## config.mk

```make
export PLATFORM = sky130hd
export DESIGN_NAME = boardIo
export DESIGN_NICKNAME = d
export VERILOG_FILES = /design/src/design/boardPkg.sv /design/src/design/boardIo.sv /design/src/design/busDecode.sv /design/src/design/portTimer.sv /design/src/design/resultSelect.sv
export SDC_FILE = /design/constraint.sdc
export NUM_CORES = 1
export LEC_CHECK = 0
export BUFFER_PORTS_ARGS = -buffer_cell sky130_fd_sc_hd__buf_4
export CORE_MARGIN = 1.5
export CORE_UTILIZATION = 25
export CTS_BUF_LIST = sky130_fd_sc_hd__clkbuf_4 sky130_fd_sc_hd__clkbuf_8
export DETAILED_ROUTE_END_ITERATION = 10
export MAX_ROUTING_LAYER = met4
export SLEW_MARGIN = 20
export SYNTH_ARGS = -nofsm -noshare
export SYNTH_HDL_FRONTEND = slang
export SYNTH_SLANG_ARGS = --single-unit
```

## constraint.sdc

```tcl
create_clock -name selected_clk -period 14.2 [get_ports selected_clk]
set_input_delay 3.55 -clock selected_clk [delete_from_list [all_inputs] [get_ports selected_clk]]
set_output_delay 3.55 -clock selected_clk [all_outputs]
set_load 0.02 [all_outputs]
```

## src/design/boardPkg.sv

```systemverilog
package boardPkg;

   // ########################################################################
   // Register map
   // ########################################################################

   typedef enum logic [3:0] {
      selPortA  = 4'd0,
      selPortB  = 4'd1,
      selPortC  = 4'd2,
      selPortD  = 4'd3,
      selPortI  = 4'd4,              // Buttons, read only
      selPortJ  = 4'd5,              // Switches, read only
      selCtrl   = 4'd6,
      selArr    = 4'd7,
      selCtr    = 4'd8,              // Read only
      selStatus = 4'd9,              // Bit 0 is write-1-to-clear
      selTmr    = 4'd10,             // Read only
      selNone   = 4'd15
   } regSel_t;

   localparam int unsigned offPortA  = 'h00;
   localparam int unsigned offPortB  = 'h04;
   localparam int unsigned offPortC  = 'h08;
   localparam int unsigned offPortD  = 'h0C;
   localparam int unsigned offPortI  = 'h10;
   localparam int unsigned offPortJ  = 'h14;
   localparam int unsigned offCtrl   = 'h18;
   localparam int unsigned offArr    = 'h1C;
   localparam int unsigned offCtr    = 'h20;
   localparam int unsigned offStatus = 'h24;
   localparam int unsigned offTmr    = 'h28;

   // ########################################################################
   // Bus and display
   // ########################################################################

   typedef enum logic [1:0] {
      busIdle      = 2'd0,
      busWriteResp = 2'd1,
      busReadResp  = 2'd2
   } busState_t;

   typedef enum logic [1:0] {
      respOkay   = 2'b00,
      respSlvErr = 2'b10
   } axiResp_t;

   // Same order as the board selector
   typedef enum logic [3:0] {
      dispPortA  = 4'd0,
      dispPortB  = 4'd1,
      dispPortC  = 4'd2,
      dispPortD  = 4'd3,
      dispTmr    = 4'd4,
      dispArr    = 4'd5,
      dispCtr    = 4'd6,
      dispStatus = 4'd7,
      dispPortI  = 4'd8,
      dispPortJ  = 4'd9
   } dispSrc_t;

endpackage

```

## src/design/boardIo.sv

```systemverilog
module boardIo #(
   parameter int addrWidth = 8
) (
   input  logic                   selected_clk,
   input  logic                   res,
   input  logic [addrWidth-1:0]   awaddr,
   input  logic                   awvalid,
   output logic                   awready,
   input  logic [31:0]            wdata,
   input  logic [3:0]             wstrb,
   input  logic                   wvalid,
   output logic                   wready,
   output boardPkg::axiResp_t     bresp,
   output logic                   bvalid,
   input  logic                   bready,
   input  logic [addrWidth-1:0]   araddr,
   input  logic                   arvalid,
   output logic                   arready,
   output logic [31:0]            rdata,
   output boardPkg::axiResp_t     rresp,
   output logic                   rvalid,
   input  logic                   rready,
   input  logic [3:0]             buttons,
   input  logic [15:0]            switches,
   output logic [15:0]            leds,
   input  boardPkg::dispSrc_t     displaySel,
   output logic [31:0]            displayData,
   output logic                   irq
);
   import boardPkg::*;

   logic        wrEn;
   regSel_t     wrSel;
   logic [31:0] wrData;
   logic [3:0]  wrStrb;
   logic        rdEn;
   regSel_t     rdSel;
   logic [31:0] portA;
   logic [31:0] portB;
   logic [31:0] portC;
   logic [31:0] portD;
   logic [31:0] ctrl;
   logic [31:0] arr;
   logic [31:0] ctr;
   logic [31:0] tmr;
   logic [31:0] status;

   busDecode #(
      .addrWidth (addrWidth)
   ) decoder (
      .selected_clk (selected_clk),
      .res          (res),
      .awaddr       (awaddr),
      .awvalid      (awvalid),
      .awready      (awready),
      .wdata        (wdata),
      .wstrb        (wstrb),
      .wvalid       (wvalid),
      .wready       (wready),
      .bresp        (bresp),
      .bvalid       (bvalid),
      .bready       (bready),
      .araddr       (araddr),
      .arvalid      (arvalid),
      .arready      (arready),
      .rresp        (rresp),
      .rvalid       (rvalid),
      .rready       (rready),
      .wrEn         (wrEn),
      .wrSel        (wrSel),
      .wrData       (wrData),
      .wrStrb       (wrStrb),
      .rdEn         (rdEn),
      .rdSel        (rdSel)
   );

   portTimer execUnit (
      .selected_clk (selected_clk),
      .res          (res),
      .wrEn         (wrEn),
      .wrSel        (wrSel),
      .wrData       (wrData),
      .wrStrb       (wrStrb),
      .portA        (portA),
      .portB        (portB),
      .portC        (portC),
      .portD        (portD),
      .ctrl         (ctrl),
      .arr          (arr),
      .ctr          (ctr),
      .tmr          (tmr),
      .status       (status)
   );

   resultSelect resultUnit (
      .selected_clk (selected_clk),
      .res          (res),
      .rdEn         (rdEn),
      .rdSel        (rdSel),
      .portA        (portA),
      .portB        (portB),
      .portC        (portC),
      .portD        (portD),
      .buttons      (buttons),
      .switches     (switches),
      .ctrl         (ctrl),
      .arr          (arr),
      .ctr          (ctr),
      .status       (status),
      .tmr          (tmr),
      .displaySel   (displaySel),
      .rdata        (rdata),
      .displayData  (displayData)
   );

   assign leds = portB[15:0];             // Low half of port B
   assign irq  = status[0];               // Sticky reached flag

endmodule

```

## src/design/busDecode.sv

```systemverilog
module busDecode #(
   parameter int addrWidth = 8
) (
   input  logic                   selected_clk,
   input  logic                   res,
   // Write address and data
   input  logic [addrWidth-1:0]   awaddr,
   input  logic                   awvalid,
   output logic                   awready,
   input  logic [31:0]            wdata,
   input  logic [3:0]             wstrb,
   input  logic                   wvalid,
   output logic                   wready,
   // Write response
   output boardPkg::axiResp_t     bresp,
   output logic                   bvalid,
   input  logic                   bready,
   // Read address and response
   input  logic [addrWidth-1:0]   araddr,
   input  logic                   arvalid,
   output logic                   arready,
   output boardPkg::axiResp_t     rresp,
   output logic                   rvalid,
   input  logic                   rready,
   // Register side
   output logic                   wrEn,
   output boardPkg::regSel_t      wrSel,
   output logic [31:0]            wrData,
   output logic [3:0]             wrStrb,
   output logic                   rdEn,
   output boardPkg::regSel_t      rdSel
);
   import boardPkg::*;

   busState_t wrState;
   busState_t rdState;
   logic      wrAccept;
   logic      rdAccept;
   logic      wrLegal;

   function automatic regSel_t decodeAddr(input logic [addrWidth-1:0] addr);
      regSel_t sel;
      case (addr)
         addrWidth'(offPortA):  sel = selPortA;
         addrWidth'(offPortB):  sel = selPortB;
         addrWidth'(offPortC):  sel = selPortC;
         addrWidth'(offPortD):  sel = selPortD;
         addrWidth'(offPortI):  sel = selPortI;
         addrWidth'(offPortJ):  sel = selPortJ;
         addrWidth'(offCtrl):   sel = selCtrl;
         addrWidth'(offArr):    sel = selArr;
         addrWidth'(offCtr):    sel = selCtr;
         addrWidth'(offStatus): sel = selStatus;
         addrWidth'(offTmr):    sel = selTmr;
         default:               sel = selNone;   // Unmapped or unaligned
      endcase
      return sel;
   endfunction

   function automatic logic isWritable(input regSel_t sel);
      case (sel)
         selPortA, selPortB, selPortC, selPortD,
         selCtrl, selArr, selStatus: return 1'b1;
         default:                    return 1'b0;
      endcase
   endfunction

   // ########################################################################
   // Acceptance, write before read
   // ########################################################################

   assign wrAccept = awvalid && wvalid && (wrState == busIdle);
   assign rdAccept = arvalid && !wrAccept && (rdState == busIdle);

   assign awready = wrAccept;
   assign wready  = wrAccept;
   assign arready = rdAccept;

   assign wrSel   = decodeAddr(awaddr);
   assign wrLegal = isWritable(wrSel);
   assign wrEn    = wrAccept && wrLegal;      // Illegal writes never reach the registers
   assign wrData  = wdata;
   assign wrStrb  = wstrb;

   assign rdSel   = decodeAddr(araddr);
   assign rdEn    = rdAccept;

   assign bvalid  = (wrState == busWriteResp);
   assign rvalid  = (rdState == busReadResp);

   // ########################################################################
   // Response channels, one pending response each
   // ########################################################################

   always_ff @(posedge selected_clk or posedge res)
   begin
      if (res)
      begin
         wrState <= busIdle;
         bresp   <= respOkay;
      end
      else if (wrAccept)
      begin
         wrState <= busWriteResp;
         bresp   <= wrLegal ? respOkay : respSlvErr;
      end
      else if (bvalid && bready)
         wrState <= busIdle;
   end

   always_ff @(posedge selected_clk or posedge res)
   begin
      if (res)
      begin
         rdState <= busIdle;
         rresp   <= respOkay;
      end
      else if (rdAccept)
      begin
         rdState <= busReadResp;
         rresp   <= (rdSel == selNone) ? respSlvErr : respOkay;
      end
      else if (rvalid && rready)
         rdState <= busIdle;
   end

endmodule

```

## src/design/portTimer.sv

```systemverilog
module portTimer (
   input  logic                selected_clk,
   input  logic                res,
   input  logic                wrEn,
   input  boardPkg::regSel_t   wrSel,
   input  logic [31:0]         wrData,
   input  logic [3:0]          wrStrb,
   output logic [31:0]         portA,
   output logic [31:0]         portB,
   output logic [31:0]         portC,
   output logic [31:0]         portD,
   output logic [31:0]         ctrl,
   output logic [31:0]         arr,
   output logic [31:0]         ctr,
   output logic [31:0]         tmr,
   output logic [31:0]         status
);
   import boardPkg::*;

   logic reached;
   logic ctrHit;
   logic clearFlag;

   function automatic logic [31:0] applyStrobes(
      input logic [31:0] old,
      input logic [31:0] data,
      input logic [3:0]  strb
   );
      logic [31:0] result;
      result = old;
      for (int b = 0; b < 4; b++)
         if (strb[b])
            result[8*b +: 8] = data[8*b +: 8];
      return result;
   endfunction

   // ########################################################################
   // Writable registers
   // ########################################################################

   always_ff @(posedge selected_clk or posedge res)
   begin
      if (res)
      begin
         portA <= '0;
         portB <= '0;
         portC <= '0;
         portD <= '0;
         ctrl  <= '0;
         arr   <= '0;
      end
      else if (wrEn)
      begin
         case (wrSel)
            selPortA: portA <= applyStrobes(portA, wrData, wrStrb);
            selPortB: portB <= applyStrobes(portB, wrData, wrStrb);
            selPortC: portC <= applyStrobes(portC, wrData, wrStrb);
            selPortD: portD <= applyStrobes(portD, wrData, wrStrb);
            selCtrl:  ctrl  <= applyStrobes(ctrl, wrData, wrStrb);
            selArr:   arr   <= applyStrobes(arr, wrData, wrStrb);
            default:  ;                          // Status handled by the timer
         endcase
      end
   end

   // ########################################################################
   // Timer
   // ########################################################################

   assign ctrHit    = ctrl[0] && (ctr == arr);
   assign clearFlag = wrEn && (wrSel == selStatus) && wrStrb[0] && wrData[0];

   always_ff @(posedge selected_clk or posedge res)
   begin
      if (res)
      begin
         tmr     <= '0;
         ctr     <= '0;
         reached <= 1'b0;
      end
      else
      begin
         tmr <= tmr + 32'd1;                    // Free running
         if (ctrl[0])
         begin
            if (ctrHit)
               ctr <= '0;                        // Auto reload
            else
               ctr <= ctr + 32'd1;
         end
         // A new hit wins over a clear in the same cycle
         if (ctrHit)
            reached <= 1'b1;
         else if (clearFlag)
            reached <= 1'b0;
      end
   end

   assign status = {31'd0, reached};

endmodule

```

## src/design/resultSelect.sv

```systemverilog
module resultSelect (
   input  logic                 selected_clk,
   input  logic                 res,
   input  logic                 rdEn,
   input  boardPkg::regSel_t    rdSel,
   input  logic [31:0]          portA,
   input  logic [31:0]          portB,
   input  logic [31:0]          portC,
   input  logic [31:0]          portD,
   input  logic [3:0]           buttons,
   input  logic [15:0]          switches,
   input  logic [31:0]          ctrl,
   input  logic [31:0]          arr,
   input  logic [31:0]          ctr,
   input  logic [31:0]          status,
   input  logic [31:0]          tmr,
   input  boardPkg::dispSrc_t   displaySel,
   output logic [31:0]          rdata,
   output logic [31:0]          displayData
);
   import boardPkg::*;

   logic [31:0] portI;
   logic [31:0] portJ;
   logic [31:0] readValue;

   assign portI = {28'd0, buttons};
   assign portJ = {16'd0, switches};

   // ########################################################################
   // Read data
   // ########################################################################

   always_comb
   begin
      case (rdSel)
         selPortA:  readValue = portA;
         selPortB:  readValue = portB;
         selPortC:  readValue = portC;
         selPortD:  readValue = portD;
         selPortI:  readValue = portI;
         selPortJ:  readValue = portJ;
         selCtrl:   readValue = ctrl;
         selArr:    readValue = arr;
         selCtr:    readValue = ctr;
         selStatus: readValue = status;
         selTmr:    readValue = tmr;
         default:   readValue = '0;           // Unmapped reads return zero
      endcase
   end

   // Held until the next accepted read
   always_ff @(posedge selected_clk or posedge res)
   begin
      if (res)
         rdata <= '0;
      else if (rdEn)
         rdata <= readValue;
   end

   // ########################################################################
   // Display source
   // ########################################################################

   always_comb
   begin
      case (displaySel)
         dispPortA:  displayData = portA;
         dispPortB:  displayData = portB;
         dispPortC:  displayData = portC;
         dispPortD:  displayData = portD;
         dispTmr:    displayData = tmr;
         dispArr:    displayData = arr;
         dispCtr:    displayData = ctr;
         dispStatus: displayData = status;
         dispPortI:  displayData = portI;
         dispPortJ:  displayData = portJ;
         default:    displayData = '0;
      endcase
   end

endmodule

```

==> results of run 1 <==
power breakdown:
part           total [mW]  internal [mW]  leakage, nW  switching (mW)
sequential          0.848          0.841         4.06         0.00687
combinational       0.144         0.0450         3.80          0.0988
clock               0.775          0.424        0.521           0.350
layout by cell type (no fill, tap or decap), drive strengths merged, types with 14 or more instances in the layout:
cell type and n:
nor4 20, a22o 20, a22oi 85, mux2i 44, o21ai 23, o211ai 26
o2bb2ai 97, nor2 73, nand3 76, nand2 108, nor3 26, dfrtp 293
mux2 120, nand4 29, inv 16, and3 15, xnor2 39, xor2 53
a221oi 14, clkbuf 73, buf 194, mux4 21
cell families after synthesis:
logic type / synth area share
AO/OA/AOI/OAI: 0.172
XOR/XNOR: 0.0508
adder cells (fa/ha/maj): 0.00158
buffers and inverters: 0.0417
flip-flops: 0.462
multiplexers: 0.143
other: 0.000236
AND/OR/NAND/NOR: 0.129
tightest hold or removal path: stages (launching register included):
cell and delay, ps:
dfrtp_1 350, nand2_1 50, o21ai_0 60
per-layer routing:
metal,wire length [um],vias up,track usage
li1,-,5738,-
met1,26000,6899,0.257
met2,28500,875,0.301
met3,5960,191,0.0464
met4,3410,0,0.0965
met5,0,-,-
worst max path at each step:
stage	start	end	slack (ps)	cells after the start
2_1_floorplan	res	decoder.bresp[1]$_DFFE_PP0P_	2560	1
3_3_place_gp	displaySel[1]	displayData[13]	4850	8
3_5_place_dp	displaySel[1]	displayData[10]	4780	8
4_1_cts	displaySel[1]	displayData[10]	4780	8
5_1_grt	displaySel[1]	displayData[2]	4790	8
6_report	displaySel[1]	displayData[9]	4820	8
final cells by class:
cell class	instances	area, um2
repair buffers	194	1470
flip-flops and latches	293	7330
diodes	5	12.5
fillers	6564	44000
clock inverters	7	66.3
well taps	846	1060
multi-input cells	1009	7930
inverters	15	63.8
clock buffers	73	911
metrics by stage:
stage	utilization	hold WS, ps	instance area (um2)
2_1_floorplan	-	463	15900
3_3_place_gp	0.284	477	17800
3_5_place_dp	0.284	479	17800
4_1_cts	0.300	493	18800
5_1_grt	0.300	518	18800
6_report	0.300	487	18800
registers in the layout, summed over array words and instances, names as in the netlist:
name,count
execUnit.portD,32
decoder.rdState,1
execUnit.ctrl,32
execUnit.tmr,32
execUnit.arr,32
decoder.bresp,1
execUnit.portA,32
decoder.rresp,1
resultUnit.rdata,32
execUnit.portB,32
execUnit.reached,1
execUnit.portC,32
execUnit.ctr,32
decoder.wrState,1
==> results by group, run 1 <==
Outcome
  • Status: finished clean

Timing
  • Final setup viols: 0
  • Fmax: 107 MHz
  • Slew HR: 0.205
  • RSZ-0062 raised after global routing: no
  • Setup TNS: 0 ps
  • Final WS setup: 4820 ps
  • Final Skew: 39.3 ps
  • Slew Viols, Final: 0
  • Final hold violation count: 0
  • Transition time of the tightest slew-check pin: 1190 ps
  • Final period util: 0.661
  • Minimum clock period: 9380 ps

Setup path
  • Most frequent CP cell: buf_4
  • Worst-path fanout max: 18
  • Setup CP Type: in2out
  • R2r endpoint: resultUnit.rdata[4]$_DFFE_PP0P_
  • CP top delay family: simple AND/OR/NAND/NOR gates
  • Critical Path AT: 5830 ps
  • Worst r2r src: decoder.wrState[0]$_DFFE_PP0P_
  • CP max stage cell: nor2_2
  • R2R depth: 8
  • Worst Setup End Kind: output port
  • Startpoint types: input port
  • Reg2Reg Setup Slack: 10,660 ps
  • Crit-path max cell delay: 830 ps
  • Req. time, crit path: 10,650 ps
  • Crit path cell chain: buf_4 -> nand2b_1 -> nor2_2 -> buf_4 -> a22o_1 -> a221oi_1 -> nand3_1 -> buf_4
  • Crit path buf inv count: 3

Logic synthesis
  • Synth Register Bits: 293
  • Top cell type's share of synthesized area: 0.462
  • Cell area after synthesis: 0.0159 mm2
  • Sequential area share after synthesis: 0.462
  • Syn Area/Cell: 11.0 um2
  • Synth async-reset ratio: 1.00
  • Post-synth cell types: 67
  • EDFF count, synth: 0
  • Yosys top cell by area: dfrtp_1
  • Cell count after synthesis: 1,439
  • Synth top cells by count: dfrtp_1, mux2_2, nand2_1
  • Largest cells by area after synthesis: dfrtp_1, mux2_2, o2bb2ai_1
  • YS warnings: 0
  • Main flop type after synthesis: dfrtp_1
  • Top-count cell post-synth: dfrtp_1

Placement
  • Hpwl dp: 45,300 um
  • Dpl cells: 2,357
  • RD Place Congestion: 0.948
  • Worst slack at placement: 4780 ps
  • IO buf count: 170

Global route
  • GR Overflow Total: 0
  • First-pass GRT wire length: 94,200 um
  • GRT Util Overall: 0.201
  • Antenna violations before repair: 5
  • Vias in the first global route: 13.8k
  • Largest net degree at the start of global routing: 174

Floorplan
  • Core ar.: 0.0629 mm2
  • Die H: 255 um
  • Initial Util: 0.252
  • FP Rows: 92
  • I/O pins: 173
  • Die area: 0.0650 mm2
  • Die X-Extent: 255 um

Layout
  • P&R area growth vs syn: 18.8%
  • Layout Nets: 1,646
  • Share of cells above drive strength 1: 0.289
  • Non-filler cells, final: 2,442

Detailed routing
  • Total wire length: 63,800 um
  • Pre-antenna DRT Iters: 7
  • Routed len/inst: 26.1 um
  • # DRC: 0
  • DR vias: 13.7k
  • Vias per cell: 5.61
  • Detail Route Antenna Nets: 0
  • Initial detailed-routing violation count: 1,783

Clock network
  • CTS tree: done
  • Root Buffer: clkbuf_8
  • Num CTS Buffers: 48
  • Clock latency on the worst-skew pair: 600 ps
  • CTS Hold Bufs: 0
  • Post-CTS Setup Bufs: 0
  • Post-CTS sizing: 0
  • Clk buf depth: 3
  • CTS sink count: 293
  • Clock transition at path regs: 50 ps
  • H-tree depth: 2

Pwr
  • Worst vdd ir: 0.0606 mV
  • Power per cell area: 93.7 mW/mm2
  • Power Total: 1.77 mW
  • Lkg Pwr: 8.38 nW

Worst hold path
  • Min-delay src: resultUnit.rdata[17]$_DFFE_PP0P_
  • Hold EP: resultUnit.rdata[17]$_DFFE_PP0P_
  • Hold-critical path depth: 2
  • Worst Hold Class: reg2reg

Job
  • Max-cap viol count: 0
Note: power is estimated with default switching activity, not from simulation.
==> inputs of run 2 (changes only) <==
ABC_AREA = 1   (was not set)
clock period = 8.85 ns   (was 14.2 ns; I/O delays follow)
==> results by group, run 2 <==
Timing
  • Fmax: 139 MHz
  • Slew Viols, Final: 0
  • Setup TNS: 0 ps
  • Final Skew: 21.4 ps
  • RSZ-0062 raised after global routing: no
  • Minimum clock period: 7210 ps
  • Transition time of the tightest slew-check pin: 1210 ps
  • Final period util: 0.815
  • Final setup viols: 0
  • Slew HR: 0.194
  • Final hold violation count: 0
  • Final WS setup: 1640 ps

Clock network
  • Clock latency on the worst-skew pair: 660 ps
  • CTS sink count: 293
  • Num CTS Buffers: 50
  • Post-CTS Setup Bufs: 0
  • Root Buffer: clkbuf_8
  • CTS tree: done
  • Post-CTS sizing: 0
  • Clk buf depth: 3
  • H-tree depth: 2
  • Clock transition at path regs: 60 ps
  • CTS Hold Bufs: 0

Detailed routing
  • Routed len/inst: 22.4 um
  • DR vias: 18.2k
  • Total wire length: 79,100 um
  • Initial detailed-routing violation count: 2,219
  • Vias per cell: 5.16
  • Pre-antenna DRT Iters: 6
  • # DRC: 0
  • Detail Route Antenna Nets: 0

Setup path
  • CP max stage cell: clkinv_1
  • R2r endpoint: execUnit.portD[22]$_DFFE_PP0P_
  • Worst-path fanout max: 19
  • Crit path cell chain: buf_4 -> inv_1 -> nor2_1 -> nand2_1 -> clkinv_1 -> nand2_1 -> o21ai_0 -> a221oi_1 -> nand2_1 -> buf_4
  • Crit-path max cell delay: 920 ps
  • Most frequent CP cell: nand2_1
  • Worst r2r src: decoder.wrState[0]$_DFFE_PP0P_
  • Req. time, crit path: 6640 ps
  • R2R depth: 8
  • Startpoint types: input port
  • Worst Setup End Kind: output port
  • Setup CP Type: in2out
  • Reg2Reg Setup Slack: 5750 ps
  • Critical Path AT: 5000 ps

Logic synthesis
  • Synth Register Bits: 293
  • Top cell type's share of synthesized area: 0.425
  • Yosys top cell by area: dfrtp_1
  • Cell count after synthesis: 2,470
  • Top-count cell post-synth: nand2_1
  • Post-synth cell types: 40
  • Main flop type after synthesis: dfrtp_1
  • Syn Area/Cell: 6.99 um2
  • EDFF count, synth: 0
  • Synth top cells by count: nand2_1, dfrtp_1, nand3_1
  • Largest cells by area after synthesis: dfrtp_1, nand2_1, nand3_1
  • Synth async-reset ratio: 1.00
  • Sequential area share after synthesis: 0.425
  • YS warnings: 0
  • Cell area after synthesis: 0.0173 mm2

Layout
  • Share of cells above drive strength 1: 0.121
  • Commonest non-fill, non-tap cell in the layout: nand2_1
  • P&R area growth vs syn: 18.6%
  • Layout Nets: 2,696
  • Leading cell types in the layout, fill and taps excluded: nand2_1, dfrtp_1, nand3_1

Global route
  • First-pass GRT wire length: 115,000 um
  • GR Overflow Total: 0
  • GRT Util Overall: 0.226
  • Antenna violations before repair: 2
  • Largest net degree at the start of global routing: 171
  • Vias in the first global route: 16.8k

Pwr
  • Power Total: 2.90 mW
  • Worst vdd ir: 0.0878 mV
  • Pint: 2.17 mW
  • Clock network fraction of total power: 0.478
  • Sequential share of power: 0.464
  • Lkg Pwr: 9.97 nW
  • Power per cell area: 142 mW/mm2
  • Logic pwr share: 0.059
  • Sw frac: 0.252
  • Sw Pwr: 0.731 mW

Worst hold path
  • Hold EP: execUnit.portC[5]$_DFFE_PP0P_
  • Worst Hold Class: reg2reg
  • Hold-critical path depth: 2
  • Min-delay src: execUnit.portC[5]$_DFFE_PP0P_

Outcome
  • Status: finished clean

Placement
  • RD Place Congestion: 1.02
  • IO buf count: 170
  • Worst slack at placement: 1700 ps
  • Hpwl dp: 60,000 um

Job
  • Max-cap viol count: 0

Floorplan
  • Initial Util: 0.252
  • FP Rows: 96
  • Die H: 266 um
  • Core ar.: 0.0685 mm2
  • Die X-Extent: 266 um
  • I/O pins: 173
  • Die area: 0.0706 mm2
-- run 2: power groups by stage --
stage / sequential [mW] / combinational [mW] / clock, mW
floorplan: 1.37 / 0.0682 / 0
detailed placement: 1.37 / 0.171 / 0
global placement: 1.37 / 0.171 / 0
CTS: 1.35 / 0.171 / 1.41
finish: 1.35 / 0.171 / 1.39
global route: 1.35 / 0.183 / 1.47
-- run 2: layer usage --
layer | vias up | global-route usage | routed length (um)
met5 | - | - | 0
met4 | 0 | 0.0869 | 3320
met3 | 179 | 0.0376 | 6810
met2 | 933 | 0.323 | 33600
met1 | 8761 | 0.317 | 35400
li1 | 8367 | - | -
-- run 2: cell families (layout without fill, tap and decap cells) --
group                    after synthesis  after routing  synth area share
XOR/XNOR                              63             63            0.0320
AND/OR/NAND/NOR                     1549           1549             0.382
other                                  1              4          0.000217
flip-flops                           293            293             0.425
buffers and inverters                348            527            0.0833
adder cells (fa/ha/maj)                2              2           0.00145
AO/OA/AOI/OAI                        214            214            0.0758
-- run 2: how the worst max path moves through the flow --
stage / from / to / slack [ps] / depth (start not counted)
after floorplan: res / decoder.bresp[1]$_DFFE_PP0P_ / 2750 / 1
after global placement: displaySel[1] / displayData[13] / 1710 / 10
after detailed placement: displaySel[1] / displayData[13] / 1700 / 10
after CTS: displaySel[1] / displayData[13] / 1700 / 10
after global routing: displaySel[1] / displayData[13] / 1590 / 10
final: displaySel[1] / displayData[13] / 1640 / 10
-- run 2: cell type report --
class | count | area (um2)
Clock buffer | 85 | 1020
Antenna cell | 2 | 5.00
Timing Repair Buffer | 193 | 1470
Sequential cell | 293 | 7330
Fill cell | 7545 | 48000
Multi-Input combinational cell | 1830 | 8520
Clock inverter | 6 | 103
Tap cell | 882 | 1100
Inverter | 243 | 918
-- run 2: per-stage QoR --
| step | hold slack, ps | utilization | cells | cell area, um2 |
|---|---|---|---|---|
| 2_1_floorplan | 442 | - | 2471 | 17300 |
| 3_3_place_gp | 454 | 0.283 | 3441 | 19300 |
| 3_5_place_dp | 458 | 0.283 | 3441 | 19300 |
| 4_1_cts | 473 | 0.299 | 3532 | 20500 |
| 5_1_grt | 486 | 0.299 | 3534 | 20500 |
| 6_report | 469 | 0.299 | 3534 | 20500 |
-- run 2: critical path: cells and delay by family --
kind,cells,cell delay [ps]
AO/OA/AOI/OAI,2,340
AND/OR/NAND/NOR,4,1060
buffers and inverters,4,1350
